### src/logic/fdsu_ctrl_pkg.sv
//======================================================================
// fdsu control package
// state codes of the divide sequencer, precision codes and the
// start values of the SRT round counter per precision
//======================================================================
`default_nettype none

package fdsu_ctrl_pkg;

  //====================================================================
  // SRT round counter
  //====================================================================
  localparam int srt_cnt_w = 5;

  // start value, the full-length round count is start value plus one
  localparam logic [srt_cnt_w-1:0] srt_init_double = 5'd13;
  localparam logic [srt_cnt_w-1:0] srt_init_single = 5'd6;
  localparam logic [srt_cnt_w-1:0] srt_init_half   = 5'd3;
  localparam logic [srt_cnt_w-1:0] srt_init_bfloat = 5'd2;

  //====================================================================
  // precision code
  //====================================================================
  localparam int prec_w = 2;

  localparam logic [prec_w-1:0] prec_double = 2'd0;
  localparam logic [prec_w-1:0] prec_single = 2'd1;
  localparam logic [prec_w-1:0] prec_half   = 2'd2;
  localparam logic [prec_w-1:0] prec_bfloat = 2'd3;

  //====================================================================
  // sequencer state
  //====================================================================
  localparam int seq_w = 4;

  // bit 2 set in every busy state
  localparam logic [seq_w-1:0] st_idle   = 4'b0000;
  localparam logic [seq_w-1:0] st_rf     = 4'b0100;
  localparam logic [seq_w-1:0] st_ex1    = 4'b0101;
  localparam logic [seq_w-1:0] st_ex2    = 4'b0110;
  localparam logic [seq_w-1:0] st_wb_req = 4'b0111;
  localparam logic [seq_w-1:0] st_wb     = 4'b1000;

endpackage : fdsu_ctrl_pkg

`default_nettype wire

### src/logic/srt_round_if.sv
//======================================================================
// SRT round status
// busy and round position flags from the SRT iteration control
//======================================================================
`timescale 1ns/1ps
`default_nettype none

interface srt_round_if;

  // SRT iteration running
  logic srt_on;
  // first and second busy cycle
  logic first_round;
  logic secd_round;
  // current busy cycle is the final one
  logic last_round;

  // driven by the iteration control
  modport ctrl (
    output srt_on,
    output first_round,
    output secd_round,
    output last_round
  );

  // sequencer only waits on the last round
  modport seq (
    input  last_round
  );

endinterface : srt_round_if

`default_nettype wire

### src/logic/fdiv_result_pipe.sv
//======================================================================
// result pipe
// EX3 and EX4 valid stages after SRT, EX3 requests the write-back
// port, EX4 reports completion to the sequencer
//======================================================================
`timescale 1ns/1ps
`default_nettype none

module fdiv_result_pipe (
  input  wire logic srt_sm_clk,
  input  wire logic cpurst_b,
  input  wire logic flush,
  input  wire logic ex2_pipedown,
  output logic      inst_wb_req,
  output logic      ex4_done
);

  logic ex3_vld;
  logic ex4_vld;

  // one item per stage, no stall
  always_ff @(posedge srt_sm_clk or negedge cpurst_b)
  begin
    if (!cpurst_b)
    begin
      ex3_vld <= 1'b0;
      ex4_vld <= 1'b0;
    end
    else if (flush)
    begin
      ex3_vld <= 1'b0;
      ex4_vld <= 1'b0;
    end
    else
    begin
      ex3_vld <= ex2_pipedown;
      ex4_vld <= ex3_vld;
    end
  end

  // write-back port request
  assign inst_wb_req = ex3_vld;
  // write-back done two cycles after EX2
  assign ex4_done    = ex4_vld;

endmodule : fdiv_result_pipe

`default_nettype wire

### src/logic/fdiv_seq_fsm.sv
//======================================================================
// divide sequencer
// accepts the issue, launches SRT from EX1, waits in EX2 for the last
// round and in WB_REQ for write-back completion, then signals the
// valid instruction in WB
//======================================================================
`timescale 1ns/1ps
`default_nettype none

module fdiv_seq_fsm
  import fdsu_ctrl_pkg::*;
(
  input  wire logic srt_sm_clk,
  input  wire logic cpurst_b,
  input  wire logic flush,
  input  wire logic issue,
  input  wire logic ex1_sel,
  input  wire logic ex4_done,
  srt_round_if.seq  round,
  output logic      launch,
  output logic      ex2_pipedown,
  output logic      inst_vld,
  output logic      fdiv_busy,
  output logic      div_idle
);

  logic [seq_w-1:0] cur_state;
  logic [seq_w-1:0] nxt_state;

  //====================================================================
  // state register
  //====================================================================
  // flush wins over any transition
  always_ff @(posedge srt_sm_clk or negedge cpurst_b)
  begin
    if (!cpurst_b)
    begin
      cur_state <= st_idle;
    end
    else if (flush)
    begin
      cur_state <= st_idle;
    end
    else
    begin
      cur_state <= nxt_state;
    end
  end

  //====================================================================
  // next state
  //====================================================================
  always_comb
  begin
    nxt_state = st_idle;
    case (cur_state)
      // issue only sampled here and in WB
      st_idle:
      begin
        if (issue)
          nxt_state = st_rf;
        else
          nxt_state = st_idle;
      end
      // operand read, always one cycle
      st_rf:
      begin
        nxt_state = st_ex1;
      end
      // pipe select low cancels the op
      st_ex1:
      begin
        if (ex1_sel)
          nxt_state = st_ex2;
        else
          nxt_state = st_idle;
      end
      // hold while SRT iterates
      st_ex2:
      begin
        if (round.last_round)
          nxt_state = st_wb_req;
        else
          nxt_state = st_ex2;
      end
      // wait for result pipe to drain
      st_wb_req:
      begin
        if (ex4_done)
          nxt_state = st_wb;
        else
          nxt_state = st_wb_req;
      end
      // back-to-back issue skips IDLE
      st_wb:
      begin
        if (issue)
          nxt_state = st_rf;
        else
          nxt_state = st_idle;
      end
      default:
      begin
        nxt_state = st_idle;
      end
    endcase
  end

  //====================================================================
  // outputs
  //====================================================================
  // ex1 pipedown, qualified by the state
  assign launch       = (cur_state == st_ex1) && ex1_sel;

  // leave EX2 with the last SRT round
  assign ex2_pipedown = (cur_state == st_ex2) && round.last_round;

  assign inst_vld     = (cur_state == st_wb);

  // RF through WB_REQ
  assign fdiv_busy    = cur_state[2];
  assign div_idle     = (cur_state == st_idle);

endmodule : fdiv_seq_fsm

`default_nettype wire

### src/logic/fdsu_ctrl.sv
//======================================================================
// fdsu control top
// divide and square-root control: sequencer, SRT iteration control
// and result pipe, all on the SRT state machine clock
//======================================================================
`timescale 1ns/1ps
`default_nettype none

module fdsu_ctrl
  import fdsu_ctrl_pkg::*;
(
  input  wire logic              srt_sm_clk,
  input  wire logic              cpurst_b,
  input  wire logic              flush,
  input  wire logic              issue,
  input  wire logic              ex1_sel,
  input  wire logic [prec_w-1:0] prec,
  input  wire logic              rem_zero,
  input  wire logic              skip_srt,
  output logic                   ex1_pipedown,
  output logic                   srt_sm_on,
  output logic                   srt_first_round,
  output logic                   srt_secd_round,
  output logic                   ex2_pipedown,
  output logic                   inst_wb_req,
  output logic                   inst_vld,
  output logic                   fdiv_busy,
  output logic                   div_idle
);

  logic launch;
  logic ex4_done;

  srt_round_if round_if ();

  //====================================================================
  // sequencer
  //====================================================================
  fdiv_seq_fsm x_seq (
    .srt_sm_clk   (srt_sm_clk),
    .cpurst_b     (cpurst_b),
    .flush        (flush),
    .issue        (issue),
    .ex1_sel      (ex1_sel),
    .ex4_done     (ex4_done),
    .round        (round_if.seq),
    .launch       (launch),
    .ex2_pipedown (ex2_pipedown),
    .inst_vld     (inst_vld),
    .fdiv_busy    (fdiv_busy),
    .div_idle     (div_idle)
  );

  //====================================================================
  // SRT iteration
  //====================================================================
  srt_round_ctrl x_srt (
    .srt_sm_clk (srt_sm_clk),
    .cpurst_b   (cpurst_b),
    .flush      (flush),
    .launch     (launch),
    .prec       (prec),
    .rem_zero   (rem_zero),
    .skip_srt   (skip_srt),
    .round      (round_if.ctrl)
  );

  // result pipe, EX3/EX4
  fdiv_result_pipe x_pipe (
    .srt_sm_clk   (srt_sm_clk),
    .cpurst_b     (cpurst_b),
    .flush        (flush),
    .ex2_pipedown (ex2_pipedown),
    .inst_wb_req  (inst_wb_req),
    .ex4_done     (ex4_done)
  );

  // launch doubles as ex1 pipedown toward the datapath
  assign ex1_pipedown    = launch;
  assign srt_sm_on       = round_if.srt_on;
  assign srt_first_round = round_if.first_round;
  assign srt_secd_round  = round_if.secd_round;

endmodule : fdsu_ctrl

`default_nettype wire

### src/logic/srt_round_ctrl.sv
//======================================================================
// SRT iteration control
// busy state, precision dependent round counter, first and second
// round flags and last round detection with early termination
//======================================================================
`timescale 1ns/1ps
`default_nettype none

module srt_round_ctrl
  import fdsu_ctrl_pkg::*;
(
  input  wire logic              srt_sm_clk,
  input  wire logic              cpurst_b,
  input  wire logic              flush,
  input  wire logic              launch,
  input  wire logic [prec_w-1:0] prec,
  input  wire logic              rem_zero,
  input  wire logic              skip_srt,
  srt_round_if.ctrl              round
);

  logic                 srt_busy;
  logic [prec_w-1:0]    prec_q;
  logic [srt_cnt_w-1:0] srt_cnt;
  logic                 cnt_zero;
  logic                 secd_pre;
  logic                 first_q;
  logic                 secd_q;

  // start value per precision
  function automatic logic [srt_cnt_w-1:0] cnt_init(input logic [prec_w-1:0] p);
    logic [srt_cnt_w-1:0] v;
    case (p)
      prec_double: v = srt_init_double;
      prec_single: v = srt_init_single;
      prec_half:   v = srt_init_half;
      default:     v = srt_init_bfloat;
    endcase
    return v;
  endfunction

  //====================================================================
  // busy state
  //====================================================================
  // idle -> busy on launch, busy -> idle after last round
  always_ff @(posedge srt_sm_clk or negedge cpurst_b)
  begin
    if (!cpurst_b)
      srt_busy <= 1'b0;
    else if (flush)
      srt_busy <= 1'b0;
    else if (!srt_busy && launch)
      srt_busy <= 1'b1;
    else if (srt_busy && round.last_round)
      srt_busy <= 1'b0;
  end

  // precision held for the whole iteration
  always_ff @(posedge srt_sm_clk)
  begin
    if (launch)
      prec_q <= prec;
  end

  //====================================================================
  // round counter
  //====================================================================
  always_ff @(posedge srt_sm_clk or negedge cpurst_b)
  begin
    if (!cpurst_b)
      srt_cnt <= '0;
    else if (flush)
      srt_cnt <= '0;
    else if (launch)
      srt_cnt <= cnt_init(prec);
    else if (srt_busy)
      srt_cnt <= srt_cnt - 1'b1;
  end

  assign cnt_zero = (srt_cnt == '0);

  // counter expiry, zero remainder or no SRT needed
  assign round.last_round = (cnt_zero || rem_zero || skip_srt) && srt_busy;

  //====================================================================
  // round flags
  //====================================================================
  // counter still at start value, and more rounds follow
  assign secd_pre = srt_busy && (srt_cnt == cnt_init(prec_q)) && !round.last_round;

  always_ff @(posedge srt_sm_clk or negedge cpurst_b)
  begin
    if (!cpurst_b)
    begin
      first_q <= 1'b0;
      secd_q  <= 1'b0;
    end
    else if (flush)
    begin
      first_q <= 1'b0;
      secd_q  <= 1'b0;
    end
    else
    begin
      first_q <= launch;
      secd_q  <= secd_pre;
    end
  end

  assign round.srt_on      = srt_busy;
  assign round.first_round = first_q;
  assign round.secd_round  = secd_q;

endmodule : srt_round_ctrl

`default_nettype wire

### config.mk
export PLATFORM = sky130hd
export DESIGN_NAME = fdsu_ctrl
export DESIGN_NICKNAME = d
export VERILOG_FILES = /design/src/logic/fdsu_ctrl_pkg.sv /design/src/logic/srt_round_if.sv /design/src/logic/fdiv_result_pipe.sv /design/src/logic/fdiv_seq_fsm.sv /design/src/logic/fdsu_ctrl.sv /design/src/logic/srt_round_ctrl.sv
export SDC_FILE = /design/constraint.sdc
export NUM_CORES = 1
export LEC_CHECK = 0
export BUFFER_PORTS_ARGS = -buffer_cell sky130_fd_sc_hd__buf_2
export CAP_MARGIN = 25
export CORE_MARGIN = 2
export CORE_UTILIZATION = 35
export CTS_BUF_LIST = sky130_fd_sc_hd__clkbuf_8
export CTS_CLUSTER_SIZE = 10
export DETAILED_ROUTE_END_ITERATION = 8
export GPL_TIMING_DRIVEN = 0
export PLACE_DENSITY_LB_ADDON = 0.2
export SYNTH_ARGS = -nofsm -noshare
export SYNTH_HDL_FRONTEND = slang
export SYNTH_HIERARCHICAL = 1
export SYNTH_SLANG_ARGS = --single-unit
### constraint.sdc
create_clock -name srt_sm_clk -period 2.2 [get_ports srt_sm_clk]
set_clock_uncertainty 0.2 [all_clocks]
set_input_delay 0.44 -clock srt_sm_clk [delete_from_list [all_inputs] [get_ports srt_sm_clk]]
set_output_delay 0.44 -clock srt_sm_clk [all_outputs]
set_load 0.05 [all_outputs]
==> results by group, run 1 <==
Power
  • VDD IR-drop max: 307 uV
  • Overall power: 0.637 mW
  • Power share of the combinational group: 15.7%
  • Leak: 0.519 nW
  • Switching portion of total power: 26.5%
  • Sw Pwr: 0.169 mW
  • Flop pwr share: 49.1%
  • Clock share of power: 35.2%
  • Cell-internal power: 0.468 mW
  • Pwr dens: 547 nW/um^2

Outcome
  • Outcome: complete, but fails checks
  • Failing checks: setup timing

Timing
  • Final Hold Violating Endpoints: 0
  • # setup viols final: 1
  • Fin Hold WS: 211 ps
  • Worst-margin pin slew: 411 ps
  • Worst setup margin: -314 ps
  • Post-route setup TNS: -314 ps
  • Max Slew Vio Count: 0
  • Relative slew margins: 72.6%
  • Min Clock Period, post-route: 2510 ps
  • Max Freq: 398 MHz
  • Tcrit/Tclk final: 114%
  • RSZ-0062 raised after global routing: true

Final layout
  • Final core occ: 48.3%
  • Final-layout fill cell count: 225
  • Final nets: 120
  • Final instance area: 1160 um^2
  • Layout Area Growth over Synthesis: 33.8%
  • Post-route insts no fill: 139
  • Layout cells sized above 1: 44.0%
  • ANT cells: 0

Global route
  • Total gr overflow: 0
  • Largest net degree at the start of global routing: 15
  • Total Routing Usage GR: 15.5%
  • Vias in the first global route: 687
  • Antenna violations before repair: 0
  • First-pass GRT wire length: 3120 um

Synthesis
  • Asr flop ratio synth: 87.5%
  • Top-count cell post-synth: dfrtp_1
  • Top area cells in the synthesized netlist: dfrtp_1, edfxtp_1, nor2_1
  • Synth Warn #: 6
  • Syn_nets: 92
  • Netlist Area Pre-Place: 870 um^2
  • Flop and latch count out of synthesis: 16
  • Avg Cell Area, Syn: 10.6 um^2
  • Synth area leader: dfrtp_1
  • Main synth FF type: dfrtp_1
  • Synth cell types: 36
  • Post-synth EDFFs: 2
  • Synth top cells by count: dfrtp_1, nor2_1
  • Synthesized instance count: 82
  • Post-synth top area share: 40.3%
  • Share of the yosys chip area belonging to registers: 47.2%

Floorplan
  • Die W: 53.8 um
  • Die height: 53.8 um
  • Io pins: 18
  • Starting density of the core: 36.1%
  • Placement Rows: 18
  • Core area: 2410 um^2
  • Die Area: 2900 um^2

CTS
  • Clk_lat worst skew: 250 ps
  • CTS Buf Count: 3
  • CTS tree: done
  • CTS H-tree depth: 1
  • Longest Clk Path Bufs: 2
  • TritonCTS Sinks: 16
  • Reg clk slew, reported paths: 70 ps
  • Root buffer cell: clkbuf_8

Critical path
  • Arrival @ worst endpoint: 1870 ps
  • CP bufs+invs: 2
  • Crit path max-delay cell type: or4b_4
  • CP Capture Type: output pin
  • Slowest stage delay, CP: 460 ps
  • Critical path's top delay family: simple AND/OR/NAND/NOR gates
  • Crit path max fanout: 2
  • WP data required: 1560 ps
  • Setup crit start kind: flop
  • CP cell instances: inv_2 > ha_4 > or4b_4 > nand2_2 > and2_4 > nand3_4 > nor2_4 > buf_8
  • CP Class: reg2out

Hold path
  • Hold Path Class: in2reg

Drt
  • Antenna-violating nets left: 0
  • Remaining DRCs: 0
  • Final wirelength: 1810 um
  • WL/cell: 13.0 um
  • First DRT Iteration DRCs: 5
  • DR vias/cell: 4.95
  • Total number of vias: 688
  • 1st-pass router iterations: 4

Place
  • RePlAce Congestion: 0.704
  • Dpl ws: -252 ps
  • DP Cell Count: 129
  • Post-DP HPWL: 1230 um
  • Buffers on Ports: 17
  • Placed inst area: 1040 um^2

Job
  • Max Cap Viol: 0
## state kept, by name (all words and copies together) (netlist names)
signal and cells:
x_pipe/inst_wb_req 1, x_srt/prec_q 2, x_srt/round.secd_round 1, x_srt/round.srt_on 1, x_srt/round.first_round 1, x_srt/srt_cnt 5, x_seq/cur_state 4, x_pipe/ex4_done 1
## final cells by class
cell class | count | area (um^2) | share of cell area, %
buffer | 5 | 33.8 | 2.90
clock buffer | 3 | 41.3 | 3.55
clock inverter | 1 | 3.75 | 0.323
inverter | 2 | 7.51 | 0.645
multi-input combinational | 59 | 483 | 41.5
sequential | 16 | 412 | 35.4
tap | 30 | 37.5 | 3.23
timing repair buffer | 23 | 145 | 12.5
## what timing repair did
| item | 4_1_cts | 5_1_grt |
|---|---|---|
| setup endpoints to repair | 1 | 2 |
| cloned | 0 | 0 |
| pin swaps | 1 | 0 |
| hold buffers | 1 | 0 |
| resized for setup | 6 | 3 |
| setup buffers | 4 | 1 |
| endpoints found under the hold margin | 14 | 0 |
## logic make-up (layout without fill, tap and decap cells)
group	Yosys count	after routing	share of synthesized area, %
AOI/OAI and AO/OA	15	15	14.0
buffers and inverters	7	34	4.75
adders and majority gates	1	1	1.44
DFF	16	16	47.2
and+or+nand+nor	38	38	27.6
xor gates and xnor gates	5	5	5.04
## power groups by stage
stage                     sequential, mW  combinational (mW)  clock (mW)
after floorplan                    0.326              0.0567           0
after global placement             0.318              0.0916           0
after detailed placement           0.319              0.0924           0
after CTS                          0.313               0.100       0.233
after global routing               0.314               0.109       0.247
final                              0.313               0.100       0.224
## metal layers
layer	share of wire (%)	vias to the layer above	global-route usage, %	wire (um)
met3	4.5	2	3.33	82
li1	-	338	-	-
met1	45	334	20.1	815
met4	0.72	0	6.41	13
met2	50	14	24.8	895
met5	0	-	0	0
## worst paths after layout
check | end | slack (ps) | cells after the start | from
min reg2reg | x_pipe/ex4_done | 330 | 1 | x_pipe/inst_wb_req
min | x_srt/prec_q[0] | 210 | 1 | prec[0]
max reg2reg | x_srt/srt_cnt[3] | 240 | 7 | x_seq/cur_state[1]
min in group asynchronous | x_pipe/inst_wb_req | 410 | 2 | cpurst_b
max | ex2_pipedown | -310 | 8 | x_srt/srt_cnt[1]
max in group asynchronous | x_srt/srt_cnt[0] | 1130 | 2 | cpurst_b
## placed cells by master, fill, tap and decap left out, drive strengths merged, types with 2 or more instances in the layout
cell type	instances
nor3	2
nand2b	5
a211o	2
dfrtp	14
nand3	4
xnor2	3
a21oi	3
buf	25
xor2	2
nor2b	4
o21ai	3
nand2	4
nor4b	2
edfxtp	2
inv	2
a211oi	3
nor3b	2
clkbuf	5
nor2	9
Power figures use the tool's default switching activity.
==> inputs of run 2 (changes only) <==
- CORE_ASPECT_RATIO: default -> 0.7
- SETUP_SLACK_MARGIN: default -> 0.02
==> run 2 against run 1 <==
Effect of this change:
- utilization increased by 0.31 points
- register-to-register slack about the same
- total power decreased by 0.21%
- global-route usage decreased by 1.7 points
- flip-flop and latch count unchanged
- clock-buffer cell count unchanged
- first-iteration DRC count increased to 3.4 times the previous value
- sequential share of layout area about the same
- the flow still finishes with violations (setup timing)
- critical path type unchanged
- die area increased by 0.22%
- largest power group unchanged
- maximum frequency decreased by 0.36%
- final cell count increased by 2.2%
- sequential power about the same
==> results by group, run 2 (synthesis gave the netlist of run 1 again) <==
Critical path
  • Slowest stage delay, CP: 470 ps (about the same)
  • CP bufs+invs: 2 (unchanged)
  • CP Capture Type: output pin
  • WP data required: 1560 ps (about the same)
  • CP cell instances: inv_2 > ha_4 > or4b_4 > nand2_4 > and2_4 > nand3_4 > nor2_4 > buf_8
  • Crit path max-delay cell type: or4b_4
  • Setup crit start kind: flop
  • Arrival @ worst endpoint: 1880 ps (about the same)
  • CP Class: reg2out
  • Crit path max fanout: 2 (unchanged)
  • Critical path's top delay family: simple AND/OR/NAND/NOR gates

CTS
  • Root buffer cell: clkbuf_8
  • CTS tree: done
  • CTS Buf Count: 3 (unchanged)
  • Reg clk slew, reported paths: 60 ps (about the same)
  • Longest Clk Path Bufs: 2 (unchanged)
  • Clk_lat worst skew: 250 ps (about the same)
  • TritonCTS Sinks: 16 (unchanged)
  • CTS H-tree depth: 1 (unchanged)

Drt
  • Final wirelength: 1780 um (-1.5%)
  • 1st-pass router iterations: 5 (+1)
  • Remaining DRCs: 0 (unchanged)
  • First DRT Iteration DRCs: 17 (+12)
  • DR vias/cell: 4.98 (+0.59%)
  • Antenna-violating nets left: 0 (unchanged)
  • WL/cell: 12.5 um (-3.6%)
  • Total number of vias: 707 (+2.8%)

Global route
  • Largest net degree at the start of global routing: 15 (unchanged)
  • First-pass GRT wire length: 2960 um (-5.1%)
  • Vias in the first global route: 633 (-7.9%)
  • Antenna violations before repair: 0 (unchanged)
  • Total gr overflow: 0 (unchanged)
  • Total Routing Usage GR: 13.7% (-1.7 points)

Floorplan
  • Io pins: 18 (unchanged)
  • Starting density of the core: 36.2% (+0.11 points)
  • Placement Rows: 15 (-3)
  • Core area: 2400 um^2 (-0.31%)
  • Die Area: 2910 um^2 (+0.22%)
  • Die W: 63.6 um (+18%)
  • Die height: 45.7 um (-15%)

Timing
  • Min Clock Period, post-route: 2520 ps (+9.14 ps)
  • Max Slew Vio Count: 0 (unchanged)
  • Relative slew margins: 71.7% (-0.98 points)
  • Fin Hold WS: 195 ps (-15.8 ps)
  • Worst-margin pin slew: 425 ps (+14.6 ps)
  • Tcrit/Tclk final: 115% (+0.42 points)
  • Final Hold Violating Endpoints: 0 (unchanged)
  • Worst setup margin: -323 ps (-9.15 ps)
  • # setup viols final: 1 (unchanged)
  • RSZ-0062 raised after global routing: true
  • Max Freq: 396 MHz (-0.36%)

Final layout
  • Biggest register: x_srt/srt_cnt
  • Post-route insts no fill: 142 (+2.2%)
  • Final instance area: 1170 um^2 (+0.32%)
  • Layout cells sized above 1: 44.4% (+0.41 points)
  • Most common cell after layout, fill and taps aside: buf_2
  • Final nets: 119 (-0.83%)
  • Layout Area Growth over Synthesis: 34.2%
  • Largest regs: x_srt/srt_cnt x5, x_seq/cur_state x4, x_srt/prec_q x2
  • Most frequent cells in the layout: buf_2, dfrtp_1, nor2_1, buf_4
  • ANT cells: 0 (unchanged)
  • Number of flip-flops in the largest register: 5 (unchanged)

Power
  • Cell-internal power: 0.468 mW (about the same)
  • Pwr dens: 544 nW/um^2 (-0.53%)
  • Power share of the combinational group: 15.8% (about the same)
  • Leak: 0.526 nW (+1.5%)
  • Switching portion of total power: 26.3% (-0.19 points)
  • Flop pwr share: 49.3% (+0.2 points)
  • Sw Pwr: 0.167 mW (-0.91%)
  • VDD IR-drop max: 368 uV (+20%)
  • Clock share of power: 35.0% (-0.2 points)

Place
  • Placed inst area: 1050 um^2 (+0.60%)
  • RePlAce Congestion: 0.760 (+8.0%)
  • DP Cell Count: 133 (+3.1%)
  • Post-DP HPWL: 1260 um (+2.1%)
  • Dpl ws: -277 ps (-24.5 ps)
  • Buffers on Ports: 17 (unchanged)

Hold path
  • Hold Path Class: in2reg

Job
  • Max Cap Viol: 0 (unchanged)

Outcome
  • Outcome: complete, but fails checks
  • Failing checks: setup timing
run 2: cell count changes in the layout (fill, tap and decap cells not counted), sizes merged:
cell | before | now
clkbuf | 5 | 6
inv | 2 | 3
clkinv | 1 | 0
buf | 25 | 23
run 2: power by group through the flow:
stage	Combinational, mW	Clock (mW)	Sequential, mW
2_1_floorplan	0.0567	0	0.326
3_3_place_gp	0.0916	0	0.319
3_5_place_dp	0.0926	0	0.319
4_1_cts	0.100	0.231	0.313
5_1_grt	0.110	0.247	0.314
6_report	0.100	0.222	0.313
run 2: path summary, 6_finish.rpt:
path,end,start,slack (ps),cells after the start
max reg2reg,x_srt/srt_cnt[3],x_seq/cur_state[1],230,7
min in group asynchronous,x_srt/srt_cnt[2],cpurst_b,420,2
min,x_pipe/ex4_done,flush,200,2
min reg2reg,x_pipe/ex4_done,x_pipe/inst_wb_req,300,1
max in group asynchronous,x_seq/cur_state[2],cpurst_b,1120,2
max,ex2_pipedown,x_srt/srt_cnt[1],-320,8
run 2: layout make-up:
type	instances	area, um^2
timing repair buffer	22	138
tap	34	42.5
inverter	2	7.51
clock buffer	3	41.3
multi-input combinational	59	488
buffer	5	33.8
fill	248	1230
sequential	16	413
clock inverter	1	3.75
run 2: routing by layer:
metal / vias to the layer above / GRT usage (%) / share of wire (%)
li1: 343 / - / -
met1: 342 / 19.2 / 50
met2: 22 / 20.0 / 44
met3: 0 / 5.20 / 6.0
met4: 0 / 3.91 / 0
met5: - / 0 / 0
run 2: per-stage QoR:
stage | power (mW) | TNS [ps] | util [%]
2_1_floorplan | 0.383 | -105 | -
3_3_place_gp | 0.411 | -260 | 43.5
3_5_place_dp | 0.412 | -277 | 43.5
4_1_cts | 0.644 | -328 | 48.1
5_1_grt | 0.671 | -407 | 48.6
6_report | 0.636 | -323 | 48.6
run 2: timing repair:
| action | 4_1_cts | 5_1_grt |
|---|---|---|
| hold endpoints to repair | 14 | 0 |
| resized for setup | 6 | 3 |
| endpoints found under the setup margin | 1 | 2 |
| hold buffers | 1 | 0 |
| cloned | 0 | 0 |
| pin swaps | 1 | 0 |
| buffers inserted | 4 | 0 |
